===== config.mk =====
export PLATFORM = sky130hd
export DESIGN_NAME = distrib_top
export DESIGN_NICKNAME = d
export VERILOG_FILES = /design/src/verilog/distrib_pkg.sv /design/src/verilog/distrib_top.sv /design/src/verilog/port_rotator.sv /design/src/verilog/exec_port_fill.sv /design/src/verilog/mem_port_fill.sv /design/src/verilog/nth_slot_select.sv
export SDC_FILE = /design/constraint.sdc
export NUM_CORES = 1
export LEC_CHECK = 0
export ABC_AREA = 0
export BUFFER_PORTS_ARGS = -buffer_cell sky130_fd_sc_hd__buf_2
export CAP_MARGIN = 20
export CORE_ASPECT_RATIO = 2
export CORE_MARGIN = 2
export CORE_UTILIZATION = 40
export CTS_CLUSTER_DIAMETER = 60
export DETAILED_ROUTE_END_ITERATION = 12
export SLEW_MARGIN = 20
export SYNTH_ARGS = -nofsm -noshare
export SYNTH_HDL_FRONTEND = slang
export SYNTH_SLANG_ARGS = --single-unit
export TNS_END_PERCENT = 10

===== constraint.sdc =====
create_clock -name clk -period 21.4 [get_ports clk]
set_input_delay 6.42 -clock clk [delete_from_list [all_inputs] [get_ports clk]]
set_output_delay 6.42 -clock clk [all_outputs]
set_load 0.01 [all_outputs]

===== src/verilog/distrib_pkg.sv =====
// Slot-to-port distributor shared definitions.
// Bundle and lane sizes, slot mask and port position types, and the
// rotation offset of a three-lane port group.

`default_nettype none

package distrib_pkg;

  localparam int n_slots = 10;  // Slots in one instruction bundle.
  localparam int n_lanes = 3;   // Lanes in each port group.

  typedef logic [n_slots-1:0] slot_mask_t;
  typedef logic [n_slots-1:0] port_pos_t;  // One-hot slot position.
  typedef logic [3:0]         slot_count_t;
  typedef logic [n_lanes-1:0] lane_flags_t;

  localparam port_pos_t pos_none = '1;  // Empty port.

  typedef enum logic [1:0] {
    rot_0,
    rot_1,
    rot_2
  } rot_e;

endpackage

`default_nettype wire

===== src/verilog/distrib_top.sv =====
// Slot-to-port distributor top level.
// Memory ports 0 to 2 and shift ports 6 to 8 pass through their own
// rotators. ALU ports 3 to 5 come straight from the execution filler.

`default_nettype none

module distrib_top (
  input  wire                          clk,
  input  wire                          rst,
  input  wire                          stall,
  input  wire distrib_pkg::slot_mask_t load,
  input  wire distrib_pkg::slot_mask_t store,
  input  wire distrib_pkg::slot_mask_t alu,
  input  wire distrib_pkg::slot_mask_t shift,
  output distrib_pkg::port_pos_t       pos0,
  output distrib_pkg::port_pos_t       pos1,
  output distrib_pkg::port_pos_t       pos2,
  output distrib_pkg::port_pos_t       pos3,
  output distrib_pkg::port_pos_t       pos4,
  output distrib_pkg::port_pos_t       pos5,
  output distrib_pkg::port_pos_t       pos6,
  output distrib_pkg::port_pos_t       pos7,
  output distrib_pkg::port_pos_t       pos8,
  output distrib_pkg::lane_flags_t     sto,
  output distrib_pkg::lane_flags_t     shf
);

  distrib_pkg::port_pos_t   mem_lanes [distrib_pkg::n_lanes];
  distrib_pkg::lane_flags_t mem_flags;
  distrib_pkg::port_pos_t   mem_out [distrib_pkg::n_lanes];
  distrib_pkg::port_pos_t   fixed_lanes [distrib_pkg::n_lanes];
  distrib_pkg::port_pos_t   sh_lanes [distrib_pkg::n_lanes];
  distrib_pkg::lane_flags_t sh_flags;
  distrib_pkg::port_pos_t   sh_out [distrib_pkg::n_lanes];

  mem_port_fill mem_fill (
    .store    (store),
    .load     (load),
    .lanes    (mem_lanes),
    .is_store (mem_flags)
  );

  exec_port_fill exec_fill (
    .alu         (alu),
    .shift       (shift),
    .fixed_lanes (fixed_lanes),
    .sh_lanes    (sh_lanes),
    .is_shift    (sh_flags)
  );

  port_rotator mem_rot (
    .clk       (clk),
    .rst       (rst),
    .stall     (stall),
    .lanes_in  (mem_lanes),
    .flags_in  (mem_flags),
    .lanes_out (mem_out),
    .flags_out (sto)
  );

  port_rotator sh_rot (
    .clk       (clk),
    .rst       (rst),
    .stall     (stall),
    .lanes_in  (sh_lanes),
    .flags_in  (sh_flags),
    .lanes_out (sh_out),
    .flags_out (shf)
  );

  assign pos0 = mem_out[0];
  assign pos1 = mem_out[1];
  assign pos2 = mem_out[2];
  assign pos3 = fixed_lanes[0];  // The ALU ports do not rotate.
  assign pos4 = fixed_lanes[1];
  assign pos5 = fixed_lanes[2];
  assign pos6 = sh_out[0];
  assign pos7 = sh_out[1];
  assign pos8 = sh_out[2];

endmodule

`default_nettype wire


===== src/verilog/port_rotator.sv =====
// Port group rotator.
// Moves logical lane i to physical lane (i+r) mod 3, with its flag.
// The offset r advances by the number of filled lanes unless stalled.

`default_nettype none

module port_rotator (
  input  wire                          clk,
  input  wire                          rst,
  input  wire                          stall,
  input  wire distrib_pkg::port_pos_t  lanes_in [distrib_pkg::n_lanes],
  input  wire distrib_pkg::lane_flags_t flags_in,
  output distrib_pkg::port_pos_t       lanes_out [distrib_pkg::n_lanes],
  output distrib_pkg::lane_flags_t     flags_out
);

  distrib_pkg::rot_e rot_q;
  distrib_pkg::rot_e rot_d;
  logic [1:0]        fill;
  logic [2:0]        rot_sum;

  always_comb begin
    int off;
    int src;

    case (rot_q)
      distrib_pkg::rot_1: off = 1;
      distrib_pkg::rot_2: off = 2;
      default:            off = 0;
    endcase
    for (int j = 0; j < distrib_pkg::n_lanes; j++) begin
      src          = (j + distrib_pkg::n_lanes - off) % distrib_pkg::n_lanes;
      lanes_out[j] = lanes_in[src];
      flags_out[j] = flags_in[src];
    end
  end

  // Lanes fill from lane 0 up, so counting non-empty lanes gives the fill.
  always_comb begin
    fill = 2'd0;
    for (int i = 0; i < distrib_pkg::n_lanes; i++) begin
      if (lanes_in[i] != distrib_pkg::pos_none) begin
        fill = fill + 2'd1;
      end
    end
  end

  always_comb begin
    rot_sum = {1'b0, rot_q} + {1'b0, fill};
    if (rot_sum >= 3'd3) begin
      rot_sum = rot_sum - 3'd3;
    end
    rot_d = distrib_pkg::rot_e'(rot_sum[1:0]);
  end

  always_ff @(posedge clk) begin
    if (rst) begin
      rot_q <= distrib_pkg::rot_0;
    end else if (!stall) begin
      rot_q <= rot_d;
    end
  end

endmodule

`default_nettype wire


===== src/verilog/exec_port_fill.sv =====
// Execution lane filler.
// The first three ALU ops go to the fixed ports 3 to 5. The shift group
// takes shifts first and then ALU ops four to six.

`default_nettype none

module exec_port_fill (
  input  wire distrib_pkg::slot_mask_t  alu,
  input  wire distrib_pkg::slot_mask_t  shift,
  output distrib_pkg::port_pos_t        fixed_lanes [distrib_pkg::n_lanes],
  output distrib_pkg::port_pos_t        sh_lanes [distrib_pkg::n_lanes],
  output distrib_pkg::lane_flags_t      is_shift
);

  distrib_pkg::slot_count_t sh_cnt;
  distrib_pkg::port_pos_t   alu_picks [2*distrib_pkg::n_lanes];
  distrib_pkg::port_pos_t   sh_picks [distrib_pkg::n_lanes];

  nth_slot_select #(.n_pick(2*distrib_pkg::n_lanes)) alu_sel (
    .mask  (alu),
    .count (),
    .picks (alu_picks)
  );

  nth_slot_select #(.n_pick(distrib_pkg::n_lanes)) sh_sel (
    .mask  (shift),
    .count (sh_cnt),
    .picks (sh_picks)
  );

  always_comb begin
    int sh_used;

    sh_used = (sh_cnt > 4'd3) ? 3 : int'(sh_cnt);
    for (int i = 0; i < distrib_pkg::n_lanes; i++) begin
      fixed_lanes[i] = alu_picks[i];
      if (i < sh_used) begin
        sh_lanes[i] = sh_picks[i];
        is_shift[i] = 1'b1;
      end else begin
        sh_lanes[i] = alu_picks[distrib_pkg::n_lanes + i - sh_used];  // ALU overflow.
        is_shift[i] = 1'b0;
      end
    end
  end

endmodule

`default_nettype wire


===== src/verilog/mem_port_fill.sv =====
// Memory lane filler.
// Places up to three stores on the memory lanes, then fills the rest
// with loads in slot order. Extra ops are dropped.

`default_nettype none

module mem_port_fill (
  input  wire distrib_pkg::slot_mask_t  store,
  input  wire distrib_pkg::slot_mask_t  load,
  output distrib_pkg::port_pos_t        lanes [distrib_pkg::n_lanes],
  output distrib_pkg::lane_flags_t      is_store
);

  distrib_pkg::slot_count_t st_cnt;
  distrib_pkg::port_pos_t   st_picks [distrib_pkg::n_lanes];
  distrib_pkg::port_pos_t   ld_picks [distrib_pkg::n_lanes];

  nth_slot_select #(.n_pick(distrib_pkg::n_lanes)) st_sel (
    .mask  (store),
    .count (st_cnt),
    .picks (st_picks)
  );

  nth_slot_select #(.n_pick(distrib_pkg::n_lanes)) ld_sel (
    .mask  (load),
    .count (),
    .picks (ld_picks)
  );

  always_comb begin
    int st_used;

    st_used = (st_cnt > 4'd3) ? 3 : int'(st_cnt);
    for (int i = 0; i < distrib_pkg::n_lanes; i++) begin
      if (i < st_used) begin
        lanes[i]    = st_picks[i];
        is_store[i] = 1'b1;
      end else begin
        lanes[i]    = ld_picks[i - st_used];  // Loads follow the stores.
        is_store[i] = 1'b0;
      end
    end
  end

endmodule

`default_nettype wire


===== src/verilog/nth_slot_select.sv =====
// N-th set bit selector.
// Counts the set slots of a mask and returns the first n_pick of them,
// lowest slot first, as one-hot positions. Missing picks are empty.

`default_nettype none

module nth_slot_select #(
  parameter int n_pick = 3
) (
  input  wire distrib_pkg::slot_mask_t  mask,
  output distrib_pkg::slot_count_t      count,
  output distrib_pkg::port_pos_t        picks [n_pick]
);

  always_comb begin
    distrib_pkg::slot_count_t run;

    run = '0;
    for (int p = 0; p < n_pick; p++) begin
      picks[p] = distrib_pkg::pos_none;
    end

    // Running prefix count tells which pick each set slot becomes.
    for (int k = 0; k < distrib_pkg::n_slots; k++) begin
      if (mask[k]) begin
        for (int p = 0; p < n_pick; p++) begin
          if (run == distrib_pkg::slot_count_t'(p)) begin
            picks[p]    = '0;
            picks[p][k] = 1'b1;
          end
        end
        run = run + 4'd1;
      end
    end

    count = run;
  end

endmodule

`default_nettype wire


==> metrics <==
synth cell count leaders=193 x nand2_1, 136 x nor2_1, 134 x ha_1, 120 x a21oi_1, 104 x inv_1; drt wl/cell=roughly 22 um; core footprint=about 28000 um^2; Post-synth ARST share=0; vias in the first global route=approximately 13000; crit start category=input pin; Most common cell on crit path=ha_1; Leak=5.71 nW; Fillers=3056; Final nets=1967; CTS Buf Count=3; # rows=87; Layout area overhead=9.07%; Crit. End Element=output port; Hold Path Class=flip-flop to flip-flop; synthesized area per cell=about 6.7 um^2; CP max stage delay=roughly 0.6 ns; share of layout cells above drive strength 1=0.140; DRC viols=0; Max Root-Sink Buffers=2; largest net degree at the start of global routing=37; Reg area=approximately 80 um^2; unrepaired setup endpoints after global routing=false; vias per cell=6.31; DRT iter0 DRCs=about 830; GP Congestion=1.04; area leader, netlist=ha_1; flops & latches, synth=4; EDFF count, synth=0; clock skew=0.0000462 ns; die area=30100 um^2; syn nets=~1900; Worst-Skew Late Latency=0.22 ns; total setup buffers inserted after CTS=0; top_reg_cell synth=dfxtp_1; Synth area leaders=ha_1 15%, nand2_1 6.3%, a21oi_1 5.2%; via count=13491; footprint of the multi-input gates=10600 um^2; Syn Inst Count=around 1700; first-pass GRT wire length=~71000 um; IO Pins=139; Routed Antenna Nets=0; sequential area share after synthesis=0.00699; Crit Path Class=input pin to output port; post-synth top area share=0.146; Buf/Inv on CP=6; Synth warnings=0; Peak VDD IR=0.0000916 V; most common cell in the netlist=nand2_1; clock sinks=4; H-Tree Depth=1; Final Instance Area=~12000 um^2; Synth cell types=105; Power Density=about 160 nW/um^2; chip width=124 um; fin. max-slew vios=0; Final TNS setup=0 ns; Ant. Diodes=0; final hold violation count=0; max_cap viols=0; Fmax achieved=47.6 MHz; delay-heaviest family, CP=compound AO/OA/AOI/OAI gates; clock root cell=clkbuf_16; HPWL Detailed=39200 um; worst-path fanout max=16; initial core utilization=0.406; post-layout min period=between 20 and 25 ns; gr usage total=0.303; fin crit share=0.982; outcome=completed; First-pass DRT Iterations=6; initial antenna violation count=2; Final setup violation count=0; Port Buf Inserts=138; cells resized by post-CTS repair=0; Clock Pin Slew Worst Setup and Hold Paths=roughly 0.03 ns; Worst slew margin=0.208; TritonCTS clock tree=built; WP data required=14.98 ns; dpl cell area=12400 um^2; slowest CP cell=a311oi_2; critical path arrival=14.60 ns; Synth Cell Area=11500 um^2; Routed WL=47000 um; hold buffers post-CTS=0; total gr overflow=0; chip height=243 um; Slew @ Worst Pin=1.18 ns
-- layout by cell type (no fill, tap or decap), types with 11 or more instances in the layout --
cell and n:
inv_1 104, and3_1 27, a22oi_1 12, a21o_1 16
nor2b_1 29, o21ai_0 91, xnor3_1 11, o31ai_1 15
mux2i_1 31, o211ai_1 20, xor2_1 16, a211oi_1 23
nand3_1 65, a21oi_1 120, xnor2_1 44, nand4_1 26
o22ai_1 51, nor3_1 57, ha_1 133, or2_2 11
o21a_1 13, buf_2 138, nor2_1 136, buf_4 24
a31oi_1 23, a221oi_1 12, mux2_2 17, nand2b_1 43
or3_1 17, and2_1 29, nand2_1 193
-- cell type report --
class / instances / area share
Timing Repair Buffer: 162 / 0.0697
Sequential cell: 4 / 0.00641
Clock buffer: 3 / 0.00601
Multi-Input combinational cell: 1503 / 0.849
Inverter: 110 / 0.0330
Tap cell: 356 / 0.0357
-- routing by layer --
layer	GRT usage	part of all wire
met5	0	0.00057
met4	0.256	0.10
met3	0.0342	0.042
met2	0.579	0.53
met1	0.270	0.32
-- cells by family (layout without fill, tap and decap cells) --
| kind of cell | after synthesis | count (layout) | synth area share |
|---|---|---|---|
| AO/OA/AOI/OAI | 535 | 535 | 0.320 |
| AND/OR/NAND/NOR | 690 | 690 | 0.304 |
| flip-flops | 4 | 4 | 0.00699 |
| buffers and inverters | 200 | 275 | 0.0699 |
| other | 1 | 1 | 0.000327 |
| XOR/XNOR | 86 | 86 | 0.0934 |
| multiplexers | 51 | 51 | 0.0482 |
| adder cells (fa/ha/maj) | 140 | 140 | 0.157 |
-- worst paths after layout --
| check | startpoint | slack (ns) | to | cells after the start |
|---|---|---|---|---|
| setup / recovery | shift[0] | 0.38 | pos7[3] | 36 |
| hold / removal | sh_rot.rot_q[0] | 0.52 | sh_rot.rot_q[0] | 2 |
| setup reg to reg | mem_rot.rot_q[0] | 19.42 | mem_rot.rot_q[1] | 7 |
| hold reg to reg | sh_rot.rot_q[0] | 0.52 | sh_rot.rot_q[0] | 2 |
-- stage by stage --
step	setup WS (ns)	std cells	hold slack, ns	power (mW)	util
6_report	0.385	2138	0.517	2.06	0.443
3_3_place_gp	0.447	2135	0.512	1.96	0.439
3_5_place_dp	0.427	2135	0.516	1.97	0.439
4_1_cts	0.411	2138	0.526	2.01	0.442
2_1_floorplan	1.21	1707	0.479	1.32	-
5_1_grt	0.0137	2138	0.563	2.20	0.443
-- state kept, by name, indices dropped and copies added (netlist names) --
register and cells:
mem_rot.rot_q 2, sh_rot.rot_q 2
-- tightest hold or removal path: cells and delay by family (launching register included) --
kind,cells,cell delay [ns]
buffers and inverters,1,0.08
AO/OA/AOI/OAI,1,0.07
flip-flops,1,0.32
-- report_power, final --
part | leakage (nW) | switching, mW | internal (mW)
Combinational | 5.64 | 1.31 | 0.709
Clock | 0.0370 | 0.00525 | 0.0239
Sequential | 0.0329 | 0.00278 | 0.00980
(Power assumes the default switching activity.)
